[src/verilog/cache_pkg.sv]
// cache geometry, shared types and miss FSM states; imported by every cache RTL module
package cache_pkg;

  localparam int ADDR_W     = 16;     // byte address
  localparam int OFF_W      = 4;      // 16-byte lines
  localparam int TAG_W      = 10;
  localparam int IDX_W      = ADDR_W - OFF_W - TAG_W;
  localparam int NUM_LINES  = 2 ** IDX_W;
  localparam int WORD_W     = 32;
  localparam int BYTE_SEL_W = 2;      // bytes within a word
  localparam int WSEL_W     = OFF_W - BYTE_SEL_W;
  localparam int LINE_WORDS = 2 ** WSEL_W;
  localparam int BURST_W    = $clog2(LINE_WORDS + 1);

  typedef logic [ADDR_W-1:0]    addr_t;
  typedef logic [TAG_W-1:0]     tag_t;
  typedef logic [IDX_W-1:0]     idx_t;
  typedef logic [OFF_W-1:0]     off_t;
  typedef logic [WSEL_W-1:0]    wsel_t;
  typedef logic [WORD_W-1:0]    word_t;
  typedef logic [BURST_W-1:0]   burst_t;
  typedef logic [NUM_LINES-1:0] line_sel_t;

  typedef struct packed {
    line_sel_t en;                    // one-hot line enable
    off_t      off;
    tag_t      tag;
    logic      valid;
    logic      dirty;
    word_t     data;
  } line_wr_t;

  typedef struct packed {
    logic  hit;
    logic  valid;
    logic  dirty;
    tag_t  tag;
    word_t data;                      // word at the port offset
  } line_rd_t;

  typedef struct packed {
    addr_t  address;
    burst_t burstcount;
    logic   read;
    logic   write;
    word_t  writedata;
  } avm_req_t;

  typedef enum logic [1:0] {IDLE, WRITEBACK, REFILL} miss_state_t;

  function automatic tag_t tag_of(addr_t addr);
    return addr[ADDR_W-1 -: TAG_W];
  endfunction

  function automatic idx_t idx_of(addr_t addr);
    return addr[OFF_W +: IDX_W];
  endfunction

  function automatic off_t off_of(addr_t addr);
    return addr[OFF_W-1:0];
  endfunction

  function automatic wsel_t wsel_of(off_t off);
    return off[OFF_W-1 -: WSEL_W];
  endfunction

  // first byte of a line
  function automatic addr_t line_addr(tag_t tag, idx_t idx);
    return {tag, idx, {OFF_W{1'b0}}};
  endfunction

endpackage

[src/verilog/cache_line.sv]
// one direct-mapped cache line with two tag lookups, one write port and a writeback word read
`timescale 1ns/1ps

module cache_line (
  input  logic                clk_i,
  input  logic                rst_n_i,
  input  cache_pkg::addr_t    rw_addr_i,
  input  cache_pkg::addr_t    ro_addr_i,
  input  cache_pkg::line_wr_t wr_i,
  input  logic                wr_sel_i,
  input  cache_pkg::off_t     word_off_i,
  output cache_pkg::line_rd_t rw_rd_o,
  output cache_pkg::line_rd_t ro_rd_o,
  output cache_pkg::word_t    word_o
);
  import cache_pkg::*;

  word_t data_q [LINE_WORDS];
  tag_t  tag_q;
  logic  valid_q;
  logic  dirty_q;

  function automatic line_rd_t lookup(addr_t addr);
    line_rd_t rd;
    rd.hit   = valid_q && (tag_of(addr) == tag_q);
    rd.valid = valid_q;
    rd.dirty = dirty_q;
    rd.tag   = tag_q;
    rd.data  = data_q[wsel_of(off_of(addr))];
    return rd;
  endfunction

  always_comb begin
    rw_rd_o = lookup(rw_addr_i);
    ro_rd_o = lookup(ro_addr_i);
  end

  always_ff @(posedge clk_i or negedge rst_n_i) begin
    if (!rst_n_i) begin
      valid_q <= 1'b0;
      dirty_q <= 1'b0;
    end else if (wr_sel_i) begin
      valid_q <= wr_i.valid;
      dirty_q <= wr_i.dirty;
    end
  end

  always_ff @(posedge clk_i) begin
    if (wr_sel_i) begin
      tag_q                     <= wr_i.tag;
      data_q[wsel_of(wr_i.off)] <= wr_i.data;
    end
  end

  assign word_o = data_q[wsel_of(word_off_i)];  // writeback source

endmodule

[src/verilog/cache_line_array.sv]
// all cache lines with per-port line select by index; instantiated once in cache_top
`timescale 1ns/1ps

module cache_line_array (
  input  logic                clk_i,
  input  logic                rst_n_i,
  input  cache_pkg::addr_t    rw_addr_i,
  input  cache_pkg::addr_t    ro_addr_i,
  input  cache_pkg::line_wr_t wr_i,
  input  cache_pkg::idx_t     victim_idx_i,
  input  cache_pkg::off_t     victim_off_i,
  output cache_pkg::line_rd_t rw_rd_o,
  output cache_pkg::line_rd_t ro_rd_o,
  output cache_pkg::word_t    victim_word_o
);
  import cache_pkg::*;

  line_rd_t rw_rd [NUM_LINES];
  line_rd_t ro_rd [NUM_LINES];
  word_t    word  [NUM_LINES];

  for (genvar i = 0; i < NUM_LINES; i++) begin : g_line
    cache_line i_line (
      .clk_i      (clk_i),
      .rst_n_i    (rst_n_i),
      .rw_addr_i  (rw_addr_i),
      .ro_addr_i  (ro_addr_i),
      .wr_i       (wr_i),
      .wr_sel_i   (wr_i.en[i]),      // one enable per line
      .word_off_i (victim_off_i),
      .rw_rd_o    (rw_rd[i]),
      .ro_rd_o    (ro_rd[i]),
      .word_o     (word[i])
    );
  end

  // each port only sees the line its index points at
  assign rw_rd_o       = rw_rd[idx_of(rw_addr_i)];
  assign ro_rd_o       = ro_rd[idx_of(ro_addr_i)];
  assign victim_word_o = word[victim_idx_i];

endmodule

[src/verilog/cache_miss_ctrl.sv]
// slave handshakes, hit writes and the shared writeback/refill FSM driving the burst master
`timescale 1ns/1ps

module cache_miss_ctrl (
  input  logic                clk_i,
  input  logic                rst_n_i,
  input  cache_pkg::addr_t    rw_addr_i,
  input  logic                rw_read_i,
  input  logic                rw_write_i,
  input  cache_pkg::word_t    rw_writedata_i,
  output logic                rw_waitrequest_o,
  input  cache_pkg::addr_t    ro_addr_i,
  input  logic                ro_read_i,
  output logic                ro_waitrequest_o,
  input  cache_pkg::line_rd_t rw_rd_i,
  input  cache_pkg::line_rd_t ro_rd_i,
  input  cache_pkg::word_t    victim_word_i,
  output cache_pkg::idx_t     victim_idx_o,
  output cache_pkg::off_t     victim_off_o,
  output cache_pkg::line_wr_t wr_o,
  output cache_pkg::avm_req_t avm_o,
  input  cache_pkg::word_t    avm_readdata_i,
  input  logic                avm_readdatavalid_i,
  input  logic                avm_waitrequest_i
);
  import cache_pkg::*;

  miss_state_t state_q;
  wsel_t       cnt_q;                 // word within the burst
  addr_t       miss_addr_q;
  addr_t       m_addr_q;
  logic        m_read_q;
  logic        m_write_q;

  logic        rw_miss;
  logic        ro_miss;
  logic        start;
  addr_t       miss_addr;
  line_rd_t    victim;
  logic        last_word;
  logic        direct_wr;
  logic        refill_wr;

  assign rw_miss = (rw_read_i || rw_write_i) && !rw_rd_i.hit;
  assign ro_miss = ro_read_i && !ro_rd_i.hit;

  // a write hit has to wait until the line write port is free again
  assign rw_waitrequest_o = rw_miss || (rw_write_i && state_q != IDLE);
  assign ro_waitrequest_o = ro_miss;

  // ro miss waits a cycle so a landing rw write shows up in the dirty bit
  assign start     = rw_miss || (ro_miss && !rw_write_i);
  assign miss_addr = rw_miss ? rw_addr_i : ro_addr_i;  // rw port first
  assign victim    = rw_miss ? rw_rd_i : ro_rd_i;
  assign last_word = cnt_q == wsel_t'(LINE_WORDS - 1);

  assign direct_wr = state_q == IDLE && rw_write_i && rw_rd_i.hit;
  assign refill_wr = state_q == REFILL && avm_readdatavalid_i;

  assign victim_idx_o = idx_of(miss_addr_q);
  assign victim_off_o = {cnt_q, {BYTE_SEL_W{1'b0}}};

  always_comb begin
    if (state_q == IDLE) begin
      wr_o.en    = line_sel_t'(direct_wr) << idx_of(rw_addr_i);
      wr_o.off   = off_of(rw_addr_i);
      wr_o.tag   = tag_of(rw_addr_i);
      wr_o.valid = 1'b1;
      wr_o.dirty = 1'b1;
      wr_o.data  = rw_writedata_i;
    end else begin
      wr_o.en    = line_sel_t'(refill_wr) << idx_of(miss_addr_q);
      wr_o.off   = victim_off_o;
      wr_o.tag   = tag_of(miss_addr_q);
      wr_o.valid = last_word;         // valid once the last beat lands
      wr_o.dirty = 1'b0;
      wr_o.data  = avm_readdata_i;
    end
  end

  always_comb begin
    avm_o.address    = m_addr_q;
    avm_o.burstcount = burst_t'(LINE_WORDS);
    avm_o.read       = m_read_q;
    avm_o.write      = m_write_q;
    avm_o.writedata  = victim_word_i;
  end

  always_ff @(posedge clk_i or negedge rst_n_i) begin
    if (!rst_n_i) begin
      state_q   <= IDLE;
      cnt_q     <= '0;
      m_addr_q  <= '0;
      m_read_q  <= 1'b0;
      m_write_q <= 1'b0;
    end else begin
      case (state_q)
        IDLE: begin
          cnt_q <= '0;
          if (start) begin
            if (victim.dirty) begin
              state_q   <= WRITEBACK;
              m_addr_q  <= line_addr(victim.tag, idx_of(miss_addr));
              m_write_q <= 1'b1;
            end else begin
              state_q  <= REFILL;
              m_addr_q <= line_addr(tag_of(miss_addr), idx_of(miss_addr));
              m_read_q <= 1'b1;
            end
          end
        end
        WRITEBACK: begin
          if (!avm_waitrequest_i) begin
            cnt_q <= cnt_q + wsel_t'(1);  // wraps to zero for the refill
            if (last_word) begin
              state_q   <= REFILL;
              m_addr_q  <= line_addr(tag_of(miss_addr_q), idx_of(miss_addr_q));
              m_write_q <= 1'b0;
              m_read_q  <= 1'b1;
            end
          end
        end
        REFILL: begin
          if (m_read_q && !avm_waitrequest_i) begin
            m_read_q <= 1'b0;             // command accepted
          end
          if (avm_readdatavalid_i) begin
            cnt_q <= cnt_q + wsel_t'(1);
            if (last_word) begin
              state_q <= IDLE;
            end
          end
        end
        default: begin
          state_q <= IDLE;
        end
      endcase
    end
  end

  always_ff @(posedge clk_i) begin
    if (state_q == IDLE && start) begin
      miss_addr_q <= miss_addr;
    end
  end

endmodule

[src/verilog/cache_top.sv]
// top level of the two-port write-back cache; connects the line array, miss FSM and Avalon ports
`timescale 1ns/1ps

module cache_top (
  input  logic              clk,
  input  logic              rst_n,
  input  cache_pkg::addr_t  rw_address_i,
  input  logic              rw_read_i,
  input  logic              rw_write_i,
  input  cache_pkg::word_t  rw_writedata_i,
  output cache_pkg::word_t  rw_readdata_o,
  output logic              rw_waitrequest_o,
  input  cache_pkg::addr_t  ro_address_i,
  input  logic              ro_read_i,
  output cache_pkg::word_t  ro_readdata_o,
  output logic              ro_waitrequest_o,
  output cache_pkg::addr_t  m_address_o,
  output cache_pkg::burst_t m_burstcount_o,
  output logic              m_read_o,
  output logic              m_write_o,
  output cache_pkg::word_t  m_writedata_o,
  input  cache_pkg::word_t  m_readdata_i,
  input  logic              m_readdatavalid_i,
  input  logic              m_waitrequest_i
);
  import cache_pkg::*;

  line_rd_t rw_rd;
  line_rd_t ro_rd;
  line_wr_t wr;
  word_t    victim_word;
  idx_t     victim_idx;
  off_t     victim_off;
  avm_req_t avm;

  cache_line_array i_line_array (
    .clk_i         (clk),
    .rst_n_i       (rst_n),
    .rw_addr_i     (rw_address_i),
    .ro_addr_i     (ro_address_i),
    .wr_i          (wr),
    .victim_idx_i  (victim_idx),
    .victim_off_i  (victim_off),
    .rw_rd_o       (rw_rd),
    .ro_rd_o       (ro_rd),
    .victim_word_o (victim_word)
  );

  cache_miss_ctrl i_miss_ctrl (
    .clk_i               (clk),
    .rst_n_i             (rst_n),
    .rw_addr_i           (rw_address_i),
    .rw_read_i           (rw_read_i),
    .rw_write_i          (rw_write_i),
    .rw_writedata_i      (rw_writedata_i),
    .rw_waitrequest_o    (rw_waitrequest_o),
    .ro_addr_i           (ro_address_i),
    .ro_read_i           (ro_read_i),
    .ro_waitrequest_o    (ro_waitrequest_o),
    .rw_rd_i             (rw_rd),
    .ro_rd_i             (ro_rd),
    .victim_word_i       (victim_word),
    .victim_idx_o        (victim_idx),
    .victim_off_o        (victim_off),
    .wr_o                (wr),
    .avm_o               (avm),
    .avm_readdata_i      (m_readdata_i),
    .avm_readdatavalid_i (m_readdatavalid_i),
    .avm_waitrequest_i   (m_waitrequest_i)
  );

  assign rw_readdata_o  = rw_rd.data;   // valid whenever waitrequest is low
  assign ro_readdata_o  = ro_rd.data;

  assign m_address_o    = avm.address;
  assign m_burstcount_o = avm.burstcount;
  assign m_read_o       = avm.read;
  assign m_write_o      = avm.write;
  assign m_writedata_o  = avm.writedata;

endmodule
[config.mk]
export PLATFORM = sky130hd
export DESIGN_NAME = cache_top
export DESIGN_NICKNAME = d
export VERILOG_FILES = /design/src/verilog/cache_pkg.sv /design/src/verilog/cache_line.sv /design/src/verilog/cache_line_array.sv /design/src/verilog/cache_miss_ctrl.sv /design/src/verilog/cache_top.sv
export SDC_FILE = /design/constraint.sdc
export NUM_CORES = 1
export LEC_CHECK = 0
export ABC_CLOCK_PERIOD_IN_PS = 6200
export BUFFER_PORTS_ARGS = -buffer_cell sky130_fd_sc_hd__buf_2
export CORE_ASPECT_RATIO = 1.2
export CORE_MARGIN = 4
export CORE_UTILIZATION = 55
export CTS_CLUSTER_SIZE = 12
export DETAILED_ROUTE_END_ITERATION = 7
export PLACE_DENSITY = 0.74
export SYNTH_ARGS = -nofsm -noshare
export SYNTH_HDL_FRONTEND = slang
export SYNTH_SLANG_ARGS = --single-unit
[constraint.sdc]
create_clock -name clk -period 6.2 [get_ports clk]
set_input_delay 1.24 -clock clk [delete_from_list [all_inputs] [get_ports clk]]
set_output_delay 1.24 -clock clk [all_outputs]
set_load 0.02 [all_outputs]
==> results.json <==
{
  "async_flop_share_pct": 4.41,
  "syn2layout_area_growth_pct": 11.7,
  "viasPerCell": 7.28,
  "critPathTopFamily": "buffers and inverters",
  "yosysUniqueCellTypes": 50,
  "skew_ps": 22.6,
  "ys_warn_count": 0,
  "slew_headroom_pct": 23.2,
  "synth_flop_cell": "edfxtp_1",
  "die_y_um": 273,
  "num_rows": 97,
  "gp_congestion": 0.906,
  "dp_hpwl_mm": 52.7,
  "die_area_um2": 62700,
  "hold_path_class": "reg -> reg",
  "holdPathStages": 1,
  "die_x_um": 229,
  "crit_path_cell_trace": "clkbuf_8 -> buf_4 -> mux4_2 -> mux4_2 -> buf_2",
  "clk_path_buf_depth": 3,
  "clk_latency_ps": 640,
  "hold_violations": 0,
  "p_leak_nw": 11.6,
  "antenna_found_initial": 1,
  "core_um2": 58300,
  "cts_tree": "done",
  "endpoint_kind": "output port",
  "fill_cells": 4013,
  "power.total_mw": 11.9,
  "grt_max_degree": 85,
  "cpMostUsedCell": "mux4_2",
  "slowest_delay_ps": 670,
  "htreeDepth": 2,
  "worst_pin_slew_ps": 1150,
  "syn_area_per_cell_um2": 19.8,
  "cts_setup_buffers": 0,
  "finalCriticalPeriod_ps": 4940,
  "grt_usage_pct": 28.2,
  "ant_nets": 0,
  "slew_violations": 0,
  "clkSinkCount": 590,
  "nets": 1903,
  "grt_pass1_vias": 19500,
  "crit_cells": 5,
  "max_freq_ghz": 0.202,
  "max_cap_viol_count": 0,
  "drcViolationCount": 0,
  "initial_core_util_pct": 55.4,
  "synth_top_area_share_pct": 52.4,
  "status": "completed",
  "synth_area_leader_cell": "edfxtp_1",
  "clockRootBuffer": "clkbuf_16",
  "numCtsBuffers": 59,
  "setup_viol": 0,
  "irDropWorstVdd_mv": 0.209,
  "hold_buffers": 0,
  "cts_resized": 0,
  "n_antenna_cell": 0,
  "worstPathArrival_ps": 3700,
  "drt-total-wl_mm": 87.4,
  "whs_ps": 494,
  "drive_gt1_share_pct": 49.8,
  "crit_type": "in -> out",
  "cp.required_ps": 4960,
  "io_buffers": 210,
  "r2r_cells": 9,
  "first_pass_iters": 5,
  "fin_tns_setup_ps": 0,
  "power_density_nw_per_um2": 331,
  "grt_pass1_wl_mm": 130,
  "cp_num_buf_inv": 3,
  "synth_edf_count": 564,
  "rsz0062_at_grt": "no",
  "synthTopCellsByArea": "edfxtp_1 (52%), mux4_2 (35%), xor2_1 (2.1%), dfrtp_1 (2.0%), mux2_2 (1.7%)",
  "netlist_instances": 1629,
  "overflow": 0,
  "ys_seq_area_share_pct": 54.4,
  "crit_path_max_fanout": 68,
  "syn_area_um2": 32300,
  "fin_crit_sh_pct": 79.7,
  "num_vias": 18700,
  "wl_per_cell_um": 33.9,
  "clkTransAtPathRegs_ps": 60,
  "synth_seq_cells": 590,
  "io_pins": 222,
  "start_kind": "primary input",
  "slowest_stage": "clkbuf_8",
  "first_iter_violations": 2199
}
## state kept, by name (all words and copies together) (netlist names)
signal / flops
i_miss_ctrl.m_addr_q: 12
i_miss_ctrl.m_write_q: 1
i_miss_ctrl.miss_addr_q: 12
i_miss_ctrl.m_read_q: 1
i_line_array.g_line.i_line.valid_q: 4
i_miss_ctrl.cnt_q: 2
i_miss_ctrl.state_q: 2
i_line_array.g_line.i_line.data_q: 512
i_line_array.g_line.i_line.dirty_q: 4
i_line_array.g_line.i_line.tag_q: 40
## logic make-up after synthesis
family | synth area share, %
AOI/OAI and AO/OA | 1.29
and+or+nand+nor | 2.39
buffers and inverters | 2.38
adders and majority gates | 0.194
muxes | 37.1
DFF | 54.4
xor gates and xnor gates | 2.17
other | 0.0232
## cells in the final DEF, fill, tap and decap left out, drive strengths merged, types with 26 or more instances in the layout
| master | synthesis | routed |
|---|---|---|
| nor2 | 38 | 38 |
| inv | 24 | 27 |
| mux4 | 502 | 502 |
| mux2 | 49 | 49 |
| dfrtp | 26 | 26 |
| clkbuf | 98 | 85 |
| edfxtp | 564 | 564 |
| nand2 | 26 | 26 |
| buf | 64 | 260 |
| xor2 | 77 | 77 |
## path summary, 6_finish.rpt
check	endpoint	start	slack, ps
setup / recovery	rw_readdata_o[31]	rw_address_i[2]	1260
setup reg to reg	i_line_array.g_line[0].i_line.data_q[0][24]	i_line_array.g_line[0].i_line.tag_q[7]	2280
min in group asynchronous	i_miss_ctrl.m_addr_q[13]	rst_n	640
max in group asynchronous	i_miss_ctrl.cnt_q[0]	rst_n	5050
hold / removal	i_miss_ctrl.m_read_q	i_miss_ctrl.m_read_q	490
hold reg to reg	i_miss_ctrl.m_read_q	i_miss_ctrl.m_read_q	490
## report_power, final
part	switching (mW)	internal (mW)	leakage (nW)
sequential	0.192	4.91	5.39
clock	1.47	1.82	0.835
combinational	2.01	1.55	5.38
total	3.67	8.28	11.6
## layer usage
metal  global-route usage (%)  routed length (um)
met5                        0                  13
met1                     38.3               31000
met3                     4.29                7810
met2                     47.9               45400
met4                     9.36                3180
## per-stage QoR
| step | worst slack (ps) | cells | utilization [%] | cell area [um^2] |
|---|---|---|---|---|
| global route | 1070 | 2575 | 61.9 | 36100 |
| floorplan | 1510 | 1634 | - | 32300 |
| finish | 1260 | 2575 | 61.9 | 36100 |
| CTS | 1200 | 2575 | 61.9 | 36100 |
| detailed placement | 1230 | 2476 | 59.0 | 34400 |
| global placement | 1210 | 2476 | 59.0 | 34400 |
## final cells by class
type                    count  area, um^2  area share [%]
well taps                 742         928            2.57
repair buffers            262        1660            4.59
flip-flops and latches    590       17600            48.8
clock buffers              83        1600            4.42
clock inverters            16         114           0.316
inverters                  25        93.8           0.260
multi-input cells         857       14100            39.1
## synthesized netlist by cell type (all sizes together) (19+ instances only)
library cell and number:
mux2 49, nand2 26, buf 64, mux4 502
dfrtp 26, edfxtp 564, clkbuf 98, nor2 38
nor3b 22, xor2 77, nor4 19, inv 24
Note: power is estimated with default switching activity, not from simulation.
